[src/aes_cfg.svh]
`ifndef AES_CFG_SVH
`define AES_CFG_SVH

// byte addresses of the register map
`define AES_ADDR_CTRL        32'h0000_0000
`define AES_ADDR_START       32'h0000_0004
`define AES_ADDR_STATUS      32'h0000_0008
`define AES_ADDR_BLOCK_BASE  32'h0000_0010
`define AES_ADDR_KEY_BASE    32'h0000_0050
`define AES_ADDR_RESULT_BASE 32'h0000_0090

`define AES_STATUS_IDLE_BIT  0
`define AES_STATUS_DONE_BIT  1

`define AES_ROUNDS           10
`define AES_NUM_SLOTS        4   // each slot spans 16 bytes in every region

`endif

[src/aes_reg_pkg.sv]
`include "aes_cfg.svh"

package aes_reg_pkg;

    typedef struct packed {
        logic        cs;
        logic        we;
        logic [31:0] addr;
        logic [31:0] wdata;
    } bus_req_t;

    // done sits above idle, matching the STATUS bit order
    typedef struct packed {
        logic done;
        logic idle;
    } status_t;

    typedef logic [`AES_NUM_SLOTS-1:0] slot_mask_t;

endpackage

[src/aes_cipher_pkg.sv]
package aes_cipher_pkg;

    typedef logic [127:0] block_t;  // byte 0 of the AES state is bits 127:120
    typedef logic [127:0] key_t;

    typedef struct packed {
        key_t   key;
        block_t block;
    } slot_job_t;

    localparam logic [2047:0] SBOX = {
        128'h637c777b_f26b6fc5_3001672b_fed7ab76,
        128'hca82c97d_fa5947f0_add4a2af_9ca472c0,
        128'hb7fd9326_363ff7cc_34a5e5f1_71d83115,
        128'h04c723c3_1896059a_071280e2_eb27b275,
        128'h09832c1a_1b6e5aa0_523bd6b3_29e32f84,
        128'h53d100ed_20fcb15b_6acbbe39_4a4c58cf,
        128'hd0efaafb_434d3385_45f9027f_503c9fa8,
        128'h51a3408f_929d38f5_bcb6da21_10fff3d2,
        128'hcd0c13ec_5f974417_c4a77e3d_645d1973,
        128'h60814fdc_222a9088_46eeb814_de5e0bdb,
        128'he0323a0a_4906245c_c2d3ac62_9195e479,
        128'he7c8376d_8dd54ea9_6c56f4ea_657aae08,
        128'hba78252e_1ca6b4c6_e8dd741f_4bbd8b8a,
        128'h703eb566_4803f60e_613557b9_86c11d9e,
        128'he1f89811_69d98e94_9b1e87e9_ce5528df,
        128'h8ca1890d_bfe64268_41992d0f_b054bb16
    };

    function automatic logic [7:0] sbox(input logic [7:0] b);
        return SBOX[2047 - 8 * int'(b) -: 8];
    endfunction

    function automatic logic [7:0] xtime(input logic [7:0] b);
        return {b[6:0], 1'b0} ^ (b[7] ? 8'h1b : 8'h00);
    endfunction

    function automatic block_t sub_bytes(input block_t s);
        block_t r;
        for (int i = 0; i < 16; i++) begin
            r[127 - 8*i -: 8] = sbox(s[127 - 8*i -: 8]);
        end
        return r;
    endfunction

    // row r of the state is rotated left by r columns
    function automatic block_t shift_rows(input block_t s);
        block_t r;
        for (int row = 0; row < 4; row++) begin
            for (int col = 0; col < 4; col++) begin
                r[127 - 8*(row + 4*col) -: 8] = s[127 - 8*(row + 4*((col + row) % 4)) -: 8];
            end
        end
        return r;
    endfunction

    function automatic block_t mix_columns(input block_t s);
        block_t     r;
        logic [7:0] a0, a1, a2, a3;
        for (int c = 0; c < 4; c++) begin
            a0 = s[127 - 32*c -: 8];
            a1 = s[119 - 32*c -: 8];
            a2 = s[111 - 32*c -: 8];
            a3 = s[103 - 32*c -: 8];
            r[127 - 32*c -: 8] = xtime(a0) ^ xtime(a1) ^ a1 ^ a2 ^ a3;
            r[119 - 32*c -: 8] = a0 ^ xtime(a1) ^ xtime(a2) ^ a2 ^ a3;
            r[111 - 32*c -: 8] = a0 ^ a1 ^ xtime(a2) ^ xtime(a3) ^ a3;
            r[103 - 32*c -: 8] = xtime(a0) ^ a0 ^ a1 ^ a2 ^ xtime(a3);
        end
        return r;
    endfunction

    // rcon doubles in GF(2^8) from 01 at round 1
    function automatic logic [7:0] round_const(input logic [3:0] rnd);
        logic [7:0] rc;
        rc = 8'h01;
        for (int i = 2; i <= 10; i++) begin
            if (i <= int'(rnd)) rc = xtime(rc);
        end
        return rc;
    endfunction

    function automatic key_t next_round_key(input key_t k, input logic [3:0] rnd);
        logic [31:0] w0, w1, w2, w3, t;
        w0 = k[127:96];
        w1 = k[95:64];
        w2 = k[63:32];
        w3 = k[31:0];
        t  = {sbox(w3[23:16]), sbox(w3[15:8]), sbox(w3[7:0]), sbox(w3[31:24])};
        w0 = w0 ^ t ^ {round_const(rnd), 24'h0};
        w1 = w1 ^ w0;
        w2 = w2 ^ w1;
        w3 = w3 ^ w2;
        return {w0, w1, w2, w3};
    endfunction

endpackage

[src/aes_regs.sv]
`include "aes_cfg.svh"

module aes_regs (
    input  logic                      clk_i,
    input  logic                      rst_ni,
    input  aes_reg_pkg::bus_req_t     bus_req_i,
    output logic [31:0]               rdata_o,
    input  logic                      busy_i,
    input  logic                      done_set_i,
    input  logic                      result_we_i,
    input  logic [1:0]                result_slot_i,
    input  aes_cipher_pkg::block_t    result_i,
    output logic                      start_o,
    output aes_reg_pkg::slot_mask_t   mask_o,
    output aes_cipher_pkg::slot_job_t jobs_o [`AES_NUM_SLOTS],
    input  logic                      clear_irq_i,
    output logic                      irq_o
);
    import aes_reg_pkg::*;
    import aes_cipher_pkg::*;

    localparam logic [31:0] REGION_SPAN = 32'(16 * `AES_NUM_SLOTS);

    slot_mask_t  mask_q;
    slot_job_t   jobs_q [`AES_NUM_SLOTS];
    block_t      results_q [`AES_NUM_SLOTS];
    logic        done_q;
    logic        irq_q;
    status_t     status;
    logic        wr, rd;
    logic [31:0] blk_off, key_off, res_off;
    logic        in_block, in_key, in_result;
    logic [1:0]  word_idx;
    logic        status_clr;

    assign wr = bus_req_i.cs && bus_req_i.we;
    assign rd = bus_req_i.cs && !bus_req_i.we;

    // addresses below a base wrap to large offsets and fall out of range
    assign blk_off   = bus_req_i.addr - `AES_ADDR_BLOCK_BASE;
    assign key_off   = bus_req_i.addr - `AES_ADDR_KEY_BASE;
    assign res_off   = bus_req_i.addr - `AES_ADDR_RESULT_BASE;
    assign in_block  = blk_off < REGION_SPAN;
    assign in_key    = key_off < REGION_SPAN;
    assign in_result = res_off < REGION_SPAN;
    assign word_idx  = bus_req_i.addr[3:2];    // word 0 is the most significant

    assign start_o    = wr && (bus_req_i.addr == `AES_ADDR_START) && bus_req_i.wdata[0];
    assign status_clr = wr && (bus_req_i.addr == `AES_ADDR_STATUS)
                        && !bus_req_i.wdata[`AES_STATUS_DONE_BIT];

    always_ff @(posedge clk_i) begin
        if (wr && in_block) begin
            jobs_q[blk_off[5:4]].block[127 - 32*int'(word_idx) -: 32] <= bus_req_i.wdata;
        end
        if (wr && in_key) begin
            jobs_q[key_off[5:4]].key[127 - 32*int'(word_idx) -: 32] <= bus_req_i.wdata;
        end
    end

    always_ff @(posedge clk_i) begin
        if (!rst_ni) begin
            mask_q <= '0;
            done_q <= 1'b0;
            irq_q  <= 1'b0;
            for (int i = 0; i < `AES_NUM_SLOTS; i++) begin
                results_q[i] <= '0;
            end
        end else begin
            irq_q <= done_q;
            if (wr && bus_req_i.addr == `AES_ADDR_CTRL) begin
                mask_q <= bus_req_i.wdata[`AES_NUM_SLOTS-1:0];
            end
            if (result_we_i) begin
                results_q[result_slot_i] <= result_i;
            end
            if (clear_irq_i) begin
                done_q <= 1'b0;    // held clear for as long as the level stays high
            end else if (done_set_i) begin
                done_q <= 1'b1;
            end else if (start_o || status_clr) begin
                done_q <= 1'b0;
            end
        end
    end

    assign status = '{done: done_q, idle: !busy_i};

    always_comb begin
        rdata_o = '0;
        if (rd) begin
            if (bus_req_i.addr == `AES_ADDR_CTRL) begin
                rdata_o = 32'(mask_q);
            end else if (bus_req_i.addr == `AES_ADDR_STATUS) begin
                rdata_o[`AES_STATUS_IDLE_BIT] = status.idle;
                rdata_o[`AES_STATUS_DONE_BIT] = status.done;
            end else if (in_result) begin
                rdata_o = results_q[res_off[5:4]][127 - 32*int'(word_idx) -: 32];
            end
        end
    end

    assign mask_o = mask_q;
    assign jobs_o = jobs_q;
    assign irq_o  = irq_q;

    // done can only come from the sequencer finishing slot 3 two edges earlier
    a_irq_source: assert property (@(posedge clk_i) disable iff (!rst_ni)
        $rose(irq_o) |-> $past(done_set_i, 2));

endmodule

[config.mk]
export PLATFORM = sky130hd
export DESIGN_NAME = aes_regs
export DESIGN_NICKNAME = d
export VERILOG_FILES = /design/src/aes_reg_pkg.sv /design/src/aes_cipher_pkg.sv /design/src/aes_regs.sv
export VERILOG_INCLUDE_DIRS = /design/src
export SDC_FILE = /design/constraint.sdc
export NUM_CORES = 2
export LEC_CHECK = 0
export BUFFER_PORTS_ARGS = -buffer_cell sky130_fd_sc_hd__buf_2
export CAP_MARGIN = 20
export CORE_AREA = 2 2 497 499
export CTS_BUF_LIST = sky130_fd_sc_hd__clkbuf_16
export DETAILED_ROUTE_END_ITERATION = 8
export DIE_AREA = 0 0 499 501
export SLEW_MARGIN = 10
export SYNTH_ARGS = -nofsm -noshare
export SYNTH_HDL_FRONTEND = slang
export SYNTH_SLANG_ARGS = --single-unit
export TNS_END_PERCENT = 1
[constraint.sdc]
create_clock -name clk_i -period 21.3 [get_ports clk_i]
set_input_delay 2.13 -clock clk_i [delete_from_list [all_inputs] [get_ports clk_i]]
set_output_delay 2.13 -clock clk_i [all_outputs]
set_load 0.05 [all_outputs]
==> results.md <==
* Drt pass-1 iters at 7
* Die height at 501 µm
* Worst-case headroom to the max-slew limit at 29.3%
* EDFF count, synth at 1536
* TritonCTS buffer count at 162
* Setup CP Type: input port to primary output
* Die Wd at 499 µm
* Dpl ws at 12.46 ns
* R2r startpoint: done_q
* Layout Area Growth over Synthesis at 26.9%
* Failing checks: DRC
* Hold Startpoint: done_q
* First-pass GRT wire length at 341000 µm
* Worst-Skew Late Latency at 0.77 ns
* CTS HTree Levels at 4
* Setup repair bufs after CTS at 0
* Mapped Cells at 3522
* Setup TNS Final at 0 ns
* Maximum vdd drop at 0.0000701 V
* Dpl cell area at 69600 µm²
* Core ar. at 245000 µm²
* Status: finished with violations
* DRT iter0 DRCs at 5256
* Yosys reg bits at 1542
* Worst Path Arrival at 6.46 ns
* RSZ-0062 raised after global routing: no
* Root Buffer: clkbuf_16
* Max_cap viols at 0
* Worst-path maximum fanout at 68
* DR vias at 38500
* IO Count at 1264
* Yosys cell types at 61
* Initial antenna violation count at 133
* CTS tree: yes
* Max Freq at 116 MHz
* Setup slack after layout at 12.71 ns
* Total Die Area at 250000 µm²
* Syn Area/Cell at 16.8 µm²
* Post-Syn Area at 59200 µm²
* Largest net degree at the start of global routing at 82
* CP Launch Type: input port
* Final Cycle Share at 40.3%
* Nets at 5025
* Vias in the first global route at 36900
* Nature of the critical path endpoint: primary output
* Leak at 23.4 nW
* Routed WL at 262000 µm
* Post-route ant nets at 0
* Clock Skew at 0.000278 ns
* Final Core Density at 30.7%
* Hold-fix buffers at CTS at 0
* Sequential share of the synthesized area at 78.2%
* Post-Syn Nets at 3728
* Share of post-route cells with drive strength above 1 at 36.6%
* Num rows at 182
* Post-route cell area at 75100 µm²
* Clock Path Buffers at 3
* Routed length per placed instance at 31.8 µm
* Final setup fails at 0
* Routability-driven placement congestion ratio at 0.895
* DP HPWL at 187000 µm
* Max-slew violations at 0
* DRC viols at 4
* Vias per cell at 4.66
* Power after layout at 6.53 mW
* Initial Utilization at 24.2%
* Power per cell area at 87.0 nW/µm²
* GRT Util Overall at 20.2%
* Synth Warn # at 0
* Worst setup path startpoint: bus_req_i[36]
* Async SR Flop Fraction at 0%
* Ys flop type: edfxtp_1
* Fill cell count at 24300
* Register clock-pin slew on the reported worst setup and hold paths at 0.05 ns
* Post-CTS Resized at 0
* Total grt overflow at 0
* Worst-margin pin slew at 1.06 ns
* Hold Path Class: flip-flop to flip-flop
* WP data required at 19.17 ns
* Hold Fails Final Rpt at 0
* Clock sinks at 1542
* IO buf count at 1263
* Minimum clock period at 8.59 ns
[cell usage after synthesis (2+ instances only)]
master	n	area, µm²
or2_2	3	18.8
nor4b_1	4	35.0
or4_1	9	67.6
o31ai_1	6	45.0
nand4_1	13	81.3
or3_1	8	50.1
nand3_1	13	65.1
a31oi_1	4	25.0
and3_1	161	1010
nor2b_1	26	163
buf_6	3	33.8
ha_1	4	50.1
nor3b_1	3	22.5
nand4b_1	3	26.3
o21a_1	2	15.0
clkbuf_1	160	601
and2_1	485	3030
buf_2	42	210
xnor2_1	5	43.8
xor2_1	12	105
nand3b_1	3	22.5
a21oi_1	5	25.0
nor3_1	21	105
nor2b_2	10	87.6
a211oi_1	3	22.5
inv_1	9	33.8
nor4_1	19	119
o21ai_1	2	10.0
nand2b_1	7	43.8
and4_1	3	26.3
or2_0	2	12.5
dfxtp_1	6	120
nand2_1	152	571
edfxtp_1	1536	46100
o21ai_0	14	70.1
buf_1	13	48.8
o22ai_1	2	12.5
a22oi_1	2	15.0
mux4_2	159	3580
nor2_1	562	2110
mux2i_1	5	50.1
nor4_4	2	42.5
[state kept, by name, summed over array words and instances, names as in the netlist]
register,count
results_q,512
jobs_o,1024
mask_o,4
done_q,1
irq_o,1
[cell type report]
class	count	area (µm²)	share of cell area, %
flip-flops and latches	1542	46200	61.6
multi-input cells	1753	12300	16.4
repair buffers	1351	7120	9.48
clock buffers	162	4050	5.40
well taps	3220	4030	5.37
clock inverters	132	1100	1.46
diodes	92	230	0.307
inverters	9	33.8	0.0450
[cells in the final DEF, fill, tap and decap left out, types with 6 or more instances in the layout]
master,count
edfxtp_1,1536
o21ai_0,13
and3_1,161
nor2b_2,10
nor2_1,533
diode_2,92
nand2_1,151
and2_1,485
nor2b_1,24
nor2_2,7
or3_1,8
clkinv_16,10
dfxtp_1,6
or4_1,9
nor4_1,19
nor2_4,22
clkinv_1,36
clkbuf_16,162
nand4_1,13
xor2_1,12
mux4_2,159
inv_8,6
bufinv_16,6
buf_2,1259
inv_1,36
nor3_1,16
buf_4,81
nand3_1,13
o31ai_1,6
clkinv_2,32
[where the power goes]
group | internal [mW] | total [mW] | switching [mW]
Combinational | 0.119 | 0.355 | 0.236
Clock | 1.48 | 2.76 | 1.28
Sequential | 3.39 | 3.41 | 0.0184
Total | 5.00 | 6.53 | 1.53
[per-stage QoR]
step / instances / hold WS (ns)
3_3_place_gp: 7867 / 0.498
6_report: 8261 / 0.507
4_1_cts: 8165 / 0.510
2_1_floorplan: 3522 / 0.453
3_5_place_dp: 7871 / 0.502
5_1_grt: 8190 / 0.528
[logic make-up after synthesis]
group,Yosys count,share of synthesized area [%]
fa+ha+maj,4,0.0846
xor+xnor,17,0.252
simple gates,1517,13.2
compound gates,50,0.561
mux,165,6.16
buf+inv,227,1.57
flops,1542,78.2
[layer usage]
layer  GRT usage [%]  vias up  routed length, µm  share of wire [%]
li1                -    15700                  -                  -
met1            23.4    19600              91300                 35
met2            34.0     2478             130000                 50
met3            5.87      512              27000                 10
met4            9.88      102              13200                5.0
met5               0        -                604               0.23
[critical path, stage by stage]
cell      delay (ns)
clkbuf_8        0.44
inv_1           0.20
ha_4            0.99
buf_4           0.93
mux4_2          0.37
mux4_2          0.28
nand4_1         0.15
a31oi_1         0.31
buf_2           0.46
[worst paths after layout]
| path | to | slack [ns] | depth (start not counted) |
|---|---|---|---|
| setup / recovery | rdata_o[0] | 12.71 | 9 |
| hold / removal | irq_o | 0.51 | 1 |
| setup reg to reg | done_q | 20.62 | 2 |
| hold reg to reg | irq_o | 0.51 | 1 |
Power figures use the tool's default switching activity.
